<file path="src/rtl/isa_pkg.sv">
package isa_pkg;

    // major opcodes
    localparam logic [6:0] opc_op     = 7'b0110011;
    localparam logic [6:0] opc_op_imm = 7'b0010011;

    // funct3
    localparam logic [2:0] f3_add_sub = 3'b000;
    localparam logic [2:0] f3_mul     = 3'b000;
    localparam logic [2:0] f3_sll     = 3'b001;
    localparam logic [2:0] f3_xor     = 3'b100;
    localparam logic [2:0] f3_srl_sra = 3'b101;
    localparam logic [2:0] f3_or      = 3'b110;
    localparam logic [2:0] f3_and     = 3'b111;

    // funct7
    localparam logic [6:0] f7_base   = 7'b0000000;
    localparam logic [6:0] f7_alt    = 7'b0100000;
    localparam logic [6:0] f7_muldiv = 7'b0000001;

    typedef struct packed {
        logic [6:0] funct7;
        logic [4:0] rs2;
        logic [4:0] rs1;
        logic [2:0] funct3;
        logic [4:0] rd;
        logic [6:0] opcode;
    } r_fmt_t;

    typedef struct packed {
        logic [11:0] imm12;
        logic [4:0]  rs1;
        logic [2:0]  funct3;
        logic [4:0]  rd;
        logic [6:0]  opcode;
    } i_fmt_t;

    // same 32 bits, read through whichever format the opcode calls for
    typedef union packed {
        r_fmt_t r_fmt;
        i_fmt_t i_fmt;
    } instr_word_u;

endpackage

</file>
<file path="src/rtl/uop_pkg.sv">
package uop_pkg;

    typedef enum logic [3:0] {
        uop_add,
        uop_sub,
        uop_and,
        uop_or,
        uop_xor,
        uop_sll,
        uop_srl,
        uop_beq,
        uop_bne,
        uop_nop
    } uop_op_t;

    // trap_* kinds pick up the operands of the trapped instruction
    typedef enum logic [1:0] {
        opk_reg,
        opk_trap_src1,
        opk_trap_src2,
        opk_trap_dst
    } operand_kind_t;

    typedef logic [4:0] reg_idx_t;

    localparam reg_idx_t reg_x0   = 5'd0;
    localparam reg_idx_t reg_tmp0 = 5'd16;
    localparam reg_idx_t reg_tmp1 = 5'd17;
    localparam reg_idx_t reg_tmp2 = 5'd18;
    localparam reg_idx_t reg_tmp3 = 5'd19;
    localparam reg_idx_t reg_tmp4 = 5'd20;

    // x0-x15 visible, the rest are microcode temporaries
    localparam int num_arch_regs = 16;
    localparam int num_regs      = 24;

    typedef logic [4:0]        rom_addr_t;
    typedef logic signed [4:0] br_off_t;

    localparam int        ucode_rom_rows = 32;
    localparam rom_addr_t rom_ent_mul    = 5'd0;

endpackage

</file>
<file path="src/rtl/instr_decoder.sv">
module instr_decoder #(
    parameter int xlen = 32
) (
    input  logic                 clk,
    input  logic                 reset,
    input  logic                 instr_valid,
    input  isa_pkg::instr_word_u instr,
    output logic                 valid_de1,
    output logic                 trap_de1,
    output uop_pkg::uop_op_t     op_de1,
    output uop_pkg::reg_idx_t    dst_de1,
    output uop_pkg::reg_idx_t    src1_de1,
    output uop_pkg::reg_idx_t    src2_de1,
    output logic [xlen-1:0]      imm_de1,
    output logic                 use_imm_de1
);
    import isa_pkg::*;
    import uop_pkg::*;

    uop_op_t         op;
    reg_idx_t        dst;
    reg_idx_t        src1;
    reg_idx_t        src2;
    logic [xlen-1:0] imm;
    logic            use_imm;
    logic            trap;
    logic            bad_reg;

    always_comb begin
        op      = uop_nop;
        dst     = reg_x0;
        src1    = reg_x0;
        src2    = reg_x0;
        imm     = '0;
        use_imm = 1'b0;
        trap    = 1'b0;
        // rv32e only has x0-x15
        bad_reg = instr.r_fmt.rd[4] | instr.r_fmt.rs1[4];

        if (instr.r_fmt.opcode == opc_op && !bad_reg && !instr.r_fmt.rs2[4]) begin
            dst  = instr.r_fmt.rd;
            src1 = instr.r_fmt.rs1;
            src2 = instr.r_fmt.rs2;
            case ({instr.r_fmt.funct7, instr.r_fmt.funct3})
                {f7_base, f3_add_sub}:  op = uop_add;
                {f7_alt, f3_add_sub}:   op = uop_sub;
                {f7_base, f3_and}:      op = uop_and;
                {f7_base, f3_or}:       op = uop_or;
                {f7_base, f3_xor}:      op = uop_xor;
                {f7_muldiv, f3_mul}:    trap = 1'b1;
                default: ;
            endcase
        end else if (instr.i_fmt.opcode == opc_op_imm && !bad_reg) begin
            dst     = instr.i_fmt.rd;
            src1    = instr.i_fmt.rs1;
            use_imm = 1'b1;
            imm     = {{(xlen-12){instr.i_fmt.imm12[11]}}, instr.i_fmt.imm12};
            case (instr.i_fmt.funct3)
                f3_add_sub: op = uop_add;
                // shift immediates keep funct7 in the upper imm bits
                f3_sll:     if (instr.r_fmt.funct7 == f7_base) op = uop_sll;
                f3_srl_sra: if (instr.r_fmt.funct7 == f7_base) op = uop_srl;
                default: ;
            endcase
        end

        // unknown encodings write nothing
        if (op == uop_nop && !trap) begin
            dst = reg_x0;
        end
    end

    always_ff @(posedge clk) begin
        if (reset) begin
            valid_de1 <= 1'b0;
            trap_de1  <= 1'b0;
        end else begin
            valid_de1 <= instr_valid;
            trap_de1  <= instr_valid & trap;
        end
    end

    always_ff @(posedge clk) begin
        op_de1      <= op;
        dst_de1     <= dst;
        src1_de1    <= src1;
        src2_de1    <= src2;
        imm_de1     <= imm;
        use_imm_de1 <= use_imm;
    end

endmodule

</file>
<file path="src/rtl/ucode_sequencer.sv">
module ucode_sequencer #(
    parameter int xlen = 32
) (
    input  logic               clk,
    input  logic               reset,
    input  logic               valid_de1,
    input  logic               trap_de1,
    input  uop_pkg::uop_op_t   op_de1,
    input  uop_pkg::reg_idx_t  dst_de1,
    input  uop_pkg::reg_idx_t  src1_de1,
    input  uop_pkg::reg_idx_t  src2_de1,
    input  logic [xlen-1:0]    imm_de1,
    input  logic               use_imm_de1,
    input  logic               br_taken,
    input  uop_pkg::rom_addr_t br_target,
    output logic               seq_idle,
    output logic               valid_uc0,
    output uop_pkg::uop_op_t   op_uc0,
    output uop_pkg::reg_idx_t  dst_uc0,
    output uop_pkg::reg_idx_t  src1_uc0,
    output uop_pkg::reg_idx_t  src2_uc0,
    output logic [xlen-1:0]    imm_uc0,
    output logic               use_imm_uc0,
    output uop_pkg::br_off_t   br_off_uc0,
    output logic               eom_uc0
);
    import uop_pkg::*;

    localparam logic st_idle  = 1'b0;
    localparam logic st_fetch = 1'b1;
    localparam int   row_w    = 4 + 3 * (2 + 5) + xlen + 1 + 5 + 1;
    localparam int   e        = int'(rom_ent_mul);

    logic             state;
    logic             state_nxt;
    rom_addr_t        upc;
    rom_addr_t        upc_nxt;
    logic             trap_now;
    reg_idx_t         held_src1;
    reg_idx_t         held_src2;
    reg_idx_t         held_dst;
    logic [row_w-1:0] rom [ucode_rom_rows];

    // fields of the row under the pointer
    logic [3:0]       r_op;
    logic [1:0]       r_dst_k;
    logic [1:0]       r_src1_k;
    logic [1:0]       r_src2_k;
    reg_idx_t         r_dst;
    reg_idx_t         r_src1;
    reg_idx_t         r_src2;
    logic [xlen-1:0]  r_imm;
    logic             r_use_imm;
    br_off_t          r_br_off;
    logic             r_eom;

    function automatic logic [row_w-1:0] uop_ri(uop_op_t op, operand_kind_t dk, reg_idx_t d,
                                                operand_kind_t sk, reg_idx_t s,
                                                logic [xlen-1:0] imm, logic eom);
        return {op, dk, d, sk, s, opk_reg, reg_x0, imm, 1'b1, br_off_t'(0), eom};
    endfunction

    function automatic logic [row_w-1:0] uop_rr(uop_op_t op, reg_idx_t d, reg_idx_t s1,
                                                reg_idx_t s2);
        return {op, opk_reg, d, opk_reg, s1, opk_reg, s2, {xlen{1'b0}}, 1'b0, br_off_t'(0),
                1'b0};
    endfunction

    function automatic logic [row_w-1:0] uop_br(uop_op_t op, reg_idx_t s1, reg_idx_t s2,
                                                br_off_t off);
        return {op, opk_reg, reg_x0, opk_reg, s1, opk_reg, s2, {xlen{1'b0}}, 1'b0, off, 1'b0};
    endfunction

    function automatic reg_idx_t subst(operand_kind_t kind, reg_idx_t r, reg_idx_t s1,
                                       reg_idx_t s2, reg_idx_t d);
        case (kind)
            opk_trap_src1: return s1;
            opk_trap_src2: return s2;
            opk_trap_dst:  return d;
            default:       return r;
        endcase
    endfunction

    assign seq_idle = state == st_idle;
    assign trap_now = seq_idle & valid_de1 & trap_de1;

    always_comb begin
        state_nxt = state;
        upc_nxt   = upc;
        if (seq_idle) begin
            if (trap_now) begin
                state_nxt = st_fetch;
                upc_nxt   = rom_ent_mul;
            end
        end else begin
            upc_nxt = br_taken ? br_target : upc + 1'b1;
            if (eom_uc0) begin
                state_nxt = st_idle;
            end
        end
    end

    always_ff @(posedge clk) begin
        if (reset) begin
            state <= st_idle;
            upc   <= rom_ent_mul;
        end else begin
            state <= state_nxt;
            upc   <= upc_nxt;
        end
    end

    always_ff @(posedge clk) begin
        if (trap_now) begin
            held_src1 <= src1_de1;
            held_src2 <= src2_de1;
            held_dst  <= dst_de1;
        end
    end

    assign {r_op, r_dst_k, r_dst, r_src1_k, r_src1, r_src2_k, r_src2,
            r_imm, r_use_imm, r_br_off, r_eom} = rom[upc];

    always_comb begin
        if (seq_idle) begin
            // the trapping uop itself is swallowed
            valid_uc0   = valid_de1 & ~trap_de1;
            op_uc0      = op_de1;
            dst_uc0     = dst_de1;
            src1_uc0    = src1_de1;
            src2_uc0    = src2_de1;
            imm_uc0     = imm_de1;
            use_imm_uc0 = use_imm_de1;
            br_off_uc0  = '0;
            eom_uc0     = 1'b1;
        end else begin
            valid_uc0   = 1'b1;
            op_uc0      = uop_op_t'(r_op);
            dst_uc0     = subst(operand_kind_t'(r_dst_k), r_dst, held_src1, held_src2, held_dst);
            src1_uc0    = subst(operand_kind_t'(r_src1_k), r_src1, held_src1, held_src2,
                                held_dst);
            src2_uc0    = subst(operand_kind_t'(r_src2_k), r_src2, held_src1, held_src2,
                                held_dst);
            // branches carry their own row address for the target add
            if (op_uc0 == uop_beq || op_uc0 == uop_bne) begin
                imm_uc0 = {{(xlen-5){1'b0}}, upc};
            end else begin
                imm_uc0 = r_imm;
            end
            use_imm_uc0 = r_use_imm;
            br_off_uc0  = r_br_off;
            eom_uc0     = r_eom;
        end
    end

    // shift-and-add multiply
    always_comb begin
        for (int r = 0; r < ucode_rom_rows; r++) begin
            rom[r] = uop_ri(uop_nop, opk_reg, reg_x0, opk_reg, reg_x0, '0, 1'b1);
        end
        rom[e + 0]  = uop_ri(uop_add, opk_reg, reg_tmp0, opk_reg, reg_x0, '0, 1'b0);
        rom[e + 1]  = uop_ri(uop_add, opk_reg, reg_tmp1, opk_trap_src1, reg_x0, '0, 1'b0);
        rom[e + 2]  = uop_ri(uop_add, opk_reg, reg_tmp2, opk_trap_src2, reg_x0, '0, 1'b0);
        // zero multiplier skips straight to the move
        rom[e + 3]  = uop_br(uop_beq, reg_tmp1, reg_x0, 5'sd9);
        rom[e + 4]  = uop_ri(uop_and, opk_reg, reg_tmp3, opk_reg, reg_tmp1, 'd1, 1'b0);
        rom[e + 5]  = uop_ri(uop_sub, opk_reg, reg_tmp3, opk_reg, reg_tmp3, 'd1, 1'b0);
        // bit set gives all ones, clear gives zero
        rom[e + 6]  = uop_ri(uop_xor, opk_reg, reg_tmp3, opk_reg, reg_tmp3, '1, 1'b0);
        rom[e + 7]  = uop_rr(uop_and, reg_tmp4, reg_tmp3, reg_tmp2);
        rom[e + 8]  = uop_rr(uop_add, reg_tmp0, reg_tmp0, reg_tmp4);
        rom[e + 9]  = uop_ri(uop_sll, opk_reg, reg_tmp2, opk_reg, reg_tmp2, 'd1, 1'b0);
        rom[e + 10] = uop_ri(uop_srl, opk_reg, reg_tmp1, opk_reg, reg_tmp1, 'd1, 1'b0);
        rom[e + 11] = uop_br(uop_bne, reg_tmp1, reg_x0, -5'sd7);
        rom[e + 12] = uop_ri(uop_add, opk_trap_dst, reg_x0, opk_reg, reg_tmp0, '0, 1'b1);
    end

endmodule

</file>
<file path="src/rtl/uop_exec.sv">
module uop_exec #(
    parameter int xlen = 32
) (
    input  logic               clk,
    input  logic               reset,
    input  logic               valid_uc0,
    input  uop_pkg::uop_op_t   op_uc0,
    input  uop_pkg::reg_idx_t  dst_uc0,
    input  uop_pkg::reg_idx_t  src1_uc0,
    input  uop_pkg::reg_idx_t  src2_uc0,
    input  logic [xlen-1:0]    imm_uc0,
    input  logic               use_imm_uc0,
    input  uop_pkg::br_off_t   br_off_uc0,
    input  logic               eom_uc0,
    output logic               br_taken,
    output uop_pkg::rom_addr_t br_target,
    output logic               wb_valid,
    output uop_pkg::reg_idx_t  wb_reg,
    output logic [xlen-1:0]    wb_data
);
    import uop_pkg::*;

    localparam int shamt_w = $clog2(xlen);

    logic [xlen-1:0] rf [num_regs];
    logic [xlen-1:0] a;
    logic [xlen-1:0] rs2_val;
    logic [xlen-1:0] b;
    logic [xlen-1:0] result;
    logic            is_alu;
    logic            writes;
    logic            visible;

    // x0 is hardwired
    assign a       = (src1_uc0 == reg_x0) ? '0 : rf[src1_uc0];
    assign rs2_val = (src2_uc0 == reg_x0) ? '0 : rf[src2_uc0];
    assign b       = use_imm_uc0 ? imm_uc0 : rs2_val;

    always_comb begin
        is_alu = 1'b1;
        case (op_uc0)
            uop_add: result = a + b;
            uop_sub: result = a - b;
            uop_and: result = a & b;
            uop_or:  result = a | b;
            uop_xor: result = a ^ b;
            uop_sll: result = a << b[shamt_w-1:0];
            uop_srl: result = a >> b[shamt_w-1:0];
            default: begin
                result = '0;
                is_alu = 1'b0;
            end
        endcase
    end

    // ucode branches resolve here, same cycle they issue
    always_comb begin
        case (op_uc0)
            uop_beq: br_taken = valid_uc0 & (a == rs2_val);
            uop_bne: br_taken = valid_uc0 & (a != rs2_val);
            default: br_taken = 1'b0;
        endcase
    end

    assign br_target = imm_uc0[4:0] + rom_addr_t'(br_off_uc0);

    assign writes  = valid_uc0 & is_alu & (dst_uc0 != reg_x0);
    assign visible = int'(dst_uc0) < num_arch_regs;

    always_ff @(posedge clk) begin
        if (writes) begin
            rf[dst_uc0] <= result;
        end
    end

    always_ff @(posedge clk) begin
        if (reset) begin
            wb_valid <= 1'b0;
        end else begin
            // temporaries never reach write-back
            wb_valid <= writes & eom_uc0 & visible;
        end
    end

    always_ff @(posedge clk) begin
        wb_reg  <= dst_uc0;
        wb_data <= result;
    end

endmodule

</file>
<file path="src/rtl/uop_frontend.sv">
module uop_frontend #(
    parameter int xlen = 32
) (
    input  logic                 clk,
    input  logic                 reset,
    input  logic                 instr_valid,
    input  isa_pkg::instr_word_u instr,
    output logic                 instr_ready,
    output logic                 wb_valid,
    output uop_pkg::reg_idx_t    wb_reg,
    output logic [xlen-1:0]      wb_data
);
    import uop_pkg::*;

    // de1 stage
    logic            valid_de1;
    logic            trap_de1;
    uop_op_t         op_de1;
    reg_idx_t        dst_de1;
    reg_idx_t        src1_de1;
    reg_idx_t        src2_de1;
    logic [xlen-1:0] imm_de1;
    logic            use_imm_de1;

    // uc0 stage
    logic            seq_idle;
    logic            valid_uc0;
    uop_op_t         op_uc0;
    reg_idx_t        dst_uc0;
    reg_idx_t        src1_uc0;
    reg_idx_t        src2_uc0;
    logic [xlen-1:0] imm_uc0;
    logic            use_imm_uc0;
    br_off_t         br_off_uc0;
    logic            eom_uc0;

    logic            br_taken;
    rom_addr_t       br_target;

    // hold off while a trap is pending or microcode is running
    assign instr_ready = seq_idle & ~trap_de1;

    instr_decoder #(.xlen(xlen)) instr_decoder_i (
        .clk, .reset, .instr_valid, .instr,
        .valid_de1, .trap_de1, .op_de1, .dst_de1, .src1_de1, .src2_de1,
        .imm_de1, .use_imm_de1
    );

    ucode_sequencer #(.xlen(xlen)) ucode_sequencer_i (
        .clk, .reset,
        .valid_de1, .trap_de1, .op_de1, .dst_de1, .src1_de1, .src2_de1,
        .imm_de1, .use_imm_de1, .br_taken, .br_target,
        .seq_idle, .valid_uc0, .op_uc0, .dst_uc0, .src1_uc0, .src2_uc0,
        .imm_uc0, .use_imm_uc0, .br_off_uc0, .eom_uc0
    );

    uop_exec #(.xlen(xlen)) uop_exec_i (
        .clk, .reset,
        .valid_uc0, .op_uc0, .dst_uc0, .src1_uc0, .src2_uc0,
        .imm_uc0, .use_imm_uc0, .br_off_uc0, .eom_uc0,
        .br_taken, .br_target, .wb_valid, .wb_reg, .wb_data
    );

endmodule

</file>
<file path="config.mk">
export PLATFORM = sky130hd
export DESIGN_NAME = uop_frontend
export DESIGN_NICKNAME = d
export VERILOG_FILES = /design/src/rtl/isa_pkg.sv /design/src/rtl/uop_pkg.sv /design/src/rtl/instr_decoder.sv /design/src/rtl/ucode_sequencer.sv /design/src/rtl/uop_exec.sv /design/src/rtl/uop_frontend.sv
export SDC_FILE = /design/constraint.sdc
export NUM_CORES = 2
export LEC_CHECK = 0
export ABC_AREA = 1
export BUFFER_PORTS_ARGS = -buffer_cell sky130_fd_sc_hd__buf_2
export CORE_UTILIZATION = 30
export CTS_BUF_LIST = sky130_fd_sc_hd__clkbuf_4 sky130_fd_sc_hd__clkbuf_8 sky130_fd_sc_hd__clkbuf_16
export DETAILED_ROUTE_END_ITERATION = 6
export SLEW_MARGIN = 10
export SYNTH_ARGS = -nofsm -noshare
export SYNTH_HDL_FRONTEND = slang
export SYNTH_SLANG_ARGS = --single-unit
</file>
<file path="constraint.sdc">
create_clock -name clk -period 15.8 [get_ports clk]
set_clock_uncertainty 0.05 [all_clocks]
set_input_delay 3.16 -clock clk [delete_from_list [all_inputs] [get_ports clk]]
set_output_delay 3.16 -clock clk [all_outputs]
set_load 0.02 [all_outputs]
</file>
; Yosys cells after proc, flatten, opt, wreduce, memory -nomap -nowiden
; Memory sizes are Yosys's and may differ from the RTL's.
; Cells that the tools add are included.
; Widths: inputs -> output; s select.
[totals]
regBits = 93
rom_bits = 2048
elab_cells = 136
mem_bits_rw = 768
mem_count = 2
output_inout_bits = 39
in_bits = 35
[mem_list]
columns = name, depth, width, rd, rd_clocked_by_memory_dff, wr, line_no
row1 = (name not given), 32, 64, 1, 0, 0, ucode_sequencer.sv:122  ; r_imm, r_use_imm, r_br_off, r_eom} = rom[upc];
row2 = uop_exec_i.rf, 24, 32, 2, 0, 1, uop_exec.sv:25  ; logic [xlen-1:0] rf [num_regs];
[classes]
n_lt_le_gt_ge = 2
reduce_logical = 18
shifts = 2
mux = 42
n_eq_ne = 31
bitwise_logic = 19
n_addsub = 4
[op_table]
columns = operator, n
row1 = $pmux 32 s7, 1
row2 = $mux 32, 5
row3 = $mux 64, 2
row4 = $mux 5, 11
row5 = $pmux 5 s3, 3
row6 = $add 32x32->32, 1
row7 = $and 32x32->32, 1
row8 = $eq 32x32->1, 1
row9 = $ne 32x32->1, 1
row10 = $or 32x32->32, 1
row11 = $shl 32x5->32, 1
row12 = $shr 32x5->32, 1
row13 = $sub 32x32->32, 1
row14 = $xor 32x32->32, 1
row15 = $eq 10x3->1 const B, 3
row16 = $eq 4x3->1 const B, 5
row17 = $mux 4, 5
row18 = $pmux 4 s5, 1
row19 = $eq 2x2->1 const B, 6
row20 = $eq 4x4->1 const B, 3
row21 = $mux 1, 12
row22 = $pmux 4 s3, 1
row23 = $and 1x1->1, 11
row24 = $eq 10x4->1 const B, 1
row25 = 28 further kinds, 39

; Logic depth before layout (Yosys ltp)
[logic_depth]
word_depth = 14
ltp_mapped = 47
mapped_depth_nobuf = 43

; Cells and area by module
; A second synthesis with hierarchy kept.
[unflattened]
cells_unflattened = 6500
hier_area_um2 = 52157.5
[by_module_without_submodules]
columns = mod, cells_each, seq_area_each_um2, n_inst, area_per_inst_um2
row1 = uop_exec, 6015, 23822.8, 1, 48850.6
row2 = ucode_sequencer, 315, 570.5, 1, 1956.9
row3 = instr_decoder, 168, 680.7, 1, 1340.0
row4 = uop_frontend, 2, 0.0, 1, 10.0

; Least setup slack after synthesis
; OpenSTA, ideal clock, no wires.
[synth_timing]
path_kind = reg2reg
from = register ucode_sequencer_i.upc[1]
to = memory uop_exec_i.rf[0][28] (data pin)
path_buffers = 3
required_ns = 15.343
setup_time_ns = 0.407
path_stages_with_launch = 40
period_less_slack_ns = 6.269
t_arrival_ns = 5.811
setup_slack_ns = 9.531
cell_sequence = dfxtp_1 -> ha_1 -> inv_1 -> nor2_2 -> inv_1 -> o21ai_1 -> nand2_1 -> o21ai_0 -> nand2_1 -> nand4_1 -> nor2_1 -> inv_2 -> nand3_1 -> o21ai_2 -> buf_2 -> buf_2 -> buf_2 -> ha_1 -> [... 4 more ...] -> nand3_1 -> nand2_1 -> nand2_1 -> a21oi_1 -> nor2_1 -> o21ai_0 -> nand2_1 -> a21boi_0 -> o21ai_0 -> a21boi_0 -> nor2_1 -> nand2_1 -> nand3_1 -> a21oi_1 -> o21ai_0 -> or2_2 -> nand2_1 -> nand3b_1
[synth_between]
elab_chain_cells = 12
elab_cells_between_ends = 42
classes_between = add/sub (2) / eq/ne (14) / shift (2) / mux (14) / bitwise (4) / reduce/logical (4) / memory (2)
[synth_rtl]
columns = item, line_no
row1 = from (decl), ucode_sequencer.sv:36  ; rom_addr_t upc;
row2 = from (signal assigned), ucode_sequencer.sv:106  ; upc <= rom_ent_mul;
row3 = from (signal assigned), ucode_sequencer.sv:109  ; upc <= upc_nxt;
row4 = $not 5->6 (not written as such), ucode_sequencer.sv:122
row5 = $mem_v2 32x64, -
row6 = $mux 64 (not written as such) (2 in series), ucode_sequencer.sv:122
row7 = $eq 2x2->1 or $eq 2x1->1 (tied branches), ucode_sequencer.sv:76  ; case (kind)
row8 = $pmux 5 s3, ucode_sequencer.sv:76
row9 = $mux 5, ucode_sequencer.sv:125  ; if (seq_idle) begin
row10 = $mem_v2 24x32 or $logic_not 5->1 (tied branches), -
row11 = $mux 32, uop_exec.sv:36  ; assign rs2_val = (src2_uc0 == reg_x0) ? '0 : rf[src2_uc0];
row12 = $mux 32, uop_exec.sv:37  ; assign b = use_imm_uc0 ? imm_uc0 : rs2_val;
row13 = "$sub 32x32->32, or another cell as far along", uop_exec.sv:43  ; uop_sub: result = a - b;
row14 = $pmux 32 s7 *, uop_exec.sv:41  ; case (op_uc0)
row15 = net uop_exec_i.result[28], uop_exec.sv:29  ; logic [xlen-1:0] result;
row16 = to (decl), uop_exec.sv:25
; The timed path passes the listed nets; every way through them passes the cells marked *. The select of a mux whose other input is x is not followed.

; Worst setup path in the final report
[layout_timing]
from = register ucode_sequencer_i.upc[0]
to = memory uop_exec_i.rf[19][28] (data pin)
; The elaborated chain is that of the path after synthesis.

==> results.tsv <==
metric	value	unit
status	complete, no violations	
Setup Crit Path Kind	reg2reg	
drt total wl	201000	um
# rows	152	
Slew @ Worst Pin	1.32	ns
R2R depth	39	
Post-Syn Instances	6377	
hold endpoint	ucode_sequencer_i.held_src1[4]$_DFFE_PP_	
share of layout cells above drive strength 1	7.32	%
Max Cap Viol	0	
slowest cell on the critical path	buf_4	
Total Power	5.02	mW
DR WL/cell	23.3	um
sequential fraction of the synthesis area	48.4	%
origin of the critical flop-to-flop path	ucode_sequencer_i.upc[0]$_SDFFE_PP0P_	
Post-layout nets	6404	
Peak Freq	100	MHz
DR vias	47023	
Tmin final	9.98	ns
Worst-Skew Late Latency	0.72	ns
Synth Flop Type	edfxtp_1	
setup bufs post-CTS	0	
vias per inst	5.44	
Post-Syn Area	0.0518	mm^2
synthesis-to-finish area growth	10.7	%
setup TNS	0	ns
Final Hold Fails	0	
All-Layer GR Usage	22.5	%
capture point of the worst reg-to-reg path	uop_exec_i.rf[19][28]$_DFFE_PP_	
hpwl dp	119000	um
CP Launch Type	register	
Core Util, Final	33.4	%
antenna cells	0	
min-delay src	instr_decoder_i.src1_de1[4]$_DFF_P_	
Reg with most FFs	uop_exec_i.rf	
Hold Crit Class	reg2reg	
Crit path largest cell delay	0.82	ns
number of synthesized flops with an enable pin	783	
hold buffers post-CTS	0	
Final Max Tran Viols	0	
Initial Util	30.2	%
fin cells	8650	
H-tree depth	3	
root buf cell	clkbuf_16	
total gr overflow	0	
Fillers	17933	
Worst Path Max Fanout	71	
pre-CTS setup slack	6.19	ns
Seq cells post-synth	861	
# clock sinks	861	
Synth cell types	62	
RSZ-0062 raised after global routing	false	
IO buf count	73	
syn_area_per_cell	8.12	um^2
Multi-input gate area	0.0224	mm^2
gpl congestion	0.988	
initial antenna violation count	5	
DRT iter0 DRCs	6469	
Sequential Area	0.0251	mm^2
VDD IR max	72.4	uV
CTS Buffer Depth	3	
DRC viols	0	
height of the die	417	um
Detailed Routing Iterations Pass 1	6	
Synthesis Warnings	0	
vias in the first global route	44179	
num ports	74	
Post-Place Cells	8474	
first-pass GRT wire length	292000	um
Largest regs	uop_exec_i.rf (768), uop_exec_i.wb_data (32), instr_decoder_i.imm_de1 (12)	
largest net degree at the start of global routing	164	
Power Density	87.6	mW/mm^2
endpoint class of the critical path	register	
r2r setup slk	5.82	ns
Worst Path Required	15.85	ns
final setup vio count	0	
slew margin rel.	12.0	%
Placeable Area	0.172	mm^2
clk slew on worst S/H paths	0.06	ns
final worst setup slack	5.82	ns
ANT nets after route	0	
post-CTS sizing	0	
fraction of registers with async set/reset	0	%
die area	0.174	mm^2
max reg flops	768	
CTS tree	built	
Worst Path Arrival	10.03	ns
CP most frequent cell	nand2_1	
die width	417	um
cts bufs inserted	93	
fin crit share	63.2	%
worst hold path cell count	0	
Lkg Pwr	23.5	nW
power by group:
group / internal (mW) / switching, mW
clock network: 1.28 / 0.948
registers: 2.45 / 0.00179
logic: 0.0955 / 0.250
total: 3.82 / 1.20
routing by layer:
| layer | share of wire [%] | GRT usage (%) |
|---|---|---|
| met1 | 41 | 30.1 |
| met2 | 45 | 35.4 |
| met3 | 9.9 | 4.09 |
| met4 | 4.4 | 9.85 |
| met5 | 0.0065 | 0 |
layout by cell type, fill, tap and decap left out, types with 11 or more instances in the layout:
cell type,n
ha_1,109
nand3_1,1033
nor2_2,12
o22ai_1,12
clkbuf_4,28
or2_2,12
nor4_1,11
nor3_1,15
a211oi_1,18
conb_1,35
nand2_2,18
o21ai_0,522
buf_2,73
clkbuf_16,97
o221ai_1,15
nand3b_1,63
inv_1,667
o21ai_1,58
buf_4,97
a21oi_1,213
clkinv_2,17
a221oi_1,16
a31oi_1,21
xor2_1,36
nand2_1,1632
mux2i_1,15
inv_2,20
clkinv_1,16
nand4_1,31
edfxtp_1,783
dfxtp_1,78
nor2_4,25
o211ai_1,200
nor2_1,224
final cells by class:
| class | count | share of cell area, % |
|---|---|---|
| inverters | 694 | 4.56 |
| clock inverters | 44 | 0.616 |
| multi-input cells | 4433 | 39.1 |
| clock buffers | 132 | 4.77 |
| repair buffers | 176 | 2.12 |
| flip-flops and latches | 861 | 43.8 |
| well taps | 2310 | 5.04 |
kinds of logic after synthesis:
| kind of cell | count (synthesis) | share of synthesized area (%) |
|---|---|---|
| compound gates | 1138 | 12.8 |
| xor+xnor | 40 | 0.677 |
| fa+ha+maj | 110 | 2.67 |
| buf+inv | 1117 | 9.11 |
| flops | 861 | 48.4 |
| mux | 15 | 0.290 |
| other cells | 1 | 0.00725 |
| simple gates | 3095 | 26.0 |
metrics by stage:
stage / hold slack, ns / cell area [um^2]
finish: 0.381 / 57300
floorplan: 0.350 / 51900
CTS: 0.384 / 57300
global route: 0.387 / 57300
detailed placement: 0.370 / 54200
global placement: 0.369 / 54200
synth_stat cells (12+ instances only):
cell         n  area share [%]
nand2_1   1634              12
nand3_1   1034              10
edfxtp_1   783              45
inv_1      669             4.9
o21ai_0    525             5.1
nor2_1     249             1.8
buf_2      220             2.1
a21oi_1    213             2.1
o211ai_1   200             2.9
clkbuf_1   127            0.92
ha_1       109             2.6
dfxtp_1     78             3.0
nand3b_1    63            0.91
o21ai_1     59            0.57
xor2_1      36            0.61
buf_4       34            0.49
nand4_1     31            0.37
buf_1       26            0.19
a31oi_1     21            0.25
inv_2       20            0.15
nand2_2     19            0.23
a211oi_1    18            0.26
a221oi_1    16            0.27
buf_6       16            0.35
mux2i_1     15            0.29
nor3_1      15            0.15
o221ai_1    15            0.25
o22ai_1     12            0.15
or2_2       12            0.15
critical path: cells and delay by family (launching register included):
| kind | cells | cell delay, ns |
|---|---|---|
| flops | 1 | 0.53 |
| compound gates | 9 | 2.10 |
| fa+ha+maj | 3 | 0.96 |
| buf+inv | 6 | 1.89 |
| simple gates | 21 | 3.71 |
worst max path at each step:
stage	endpoint	startpoint	slack (ns)	cells past startpoint
after floorplan	uop_exec_i.rf[0][28]$_DFFE_PP_	ucode_sequencer_i.upc[1]$_SDFFE_PP0P_	9.53	39
after global placement	uop_exec_i.rf[10][28]$_DFFE_PP_	ucode_sequencer_i.upc[2]$_SDFFE_PP0P_	6.20	38
after detailed placement	uop_exec_i.rf[11][28]$_DFFE_PP_	ucode_sequencer_i.upc[0]$_SDFFE_PP0P_	6.19	39
after CTS	uop_exec_i.rf[17][28]$_DFFE_PP_	ucode_sequencer_i.upc[0]$_SDFFE_PP0P_	6.10	39
after global routing	uop_exec_i.rf[19][28]$_DFFE_PP_	ucode_sequencer_i.upc[0]$_SDFFE_PP0P_	5.16	39
final	uop_exec_i.rf[19][28]$_DFFE_PP_	ucode_sequencer_i.upc[0]$_SDFFE_PP0P_	5.82	39
No activity file was read; power rests on OpenSTA's default activity.
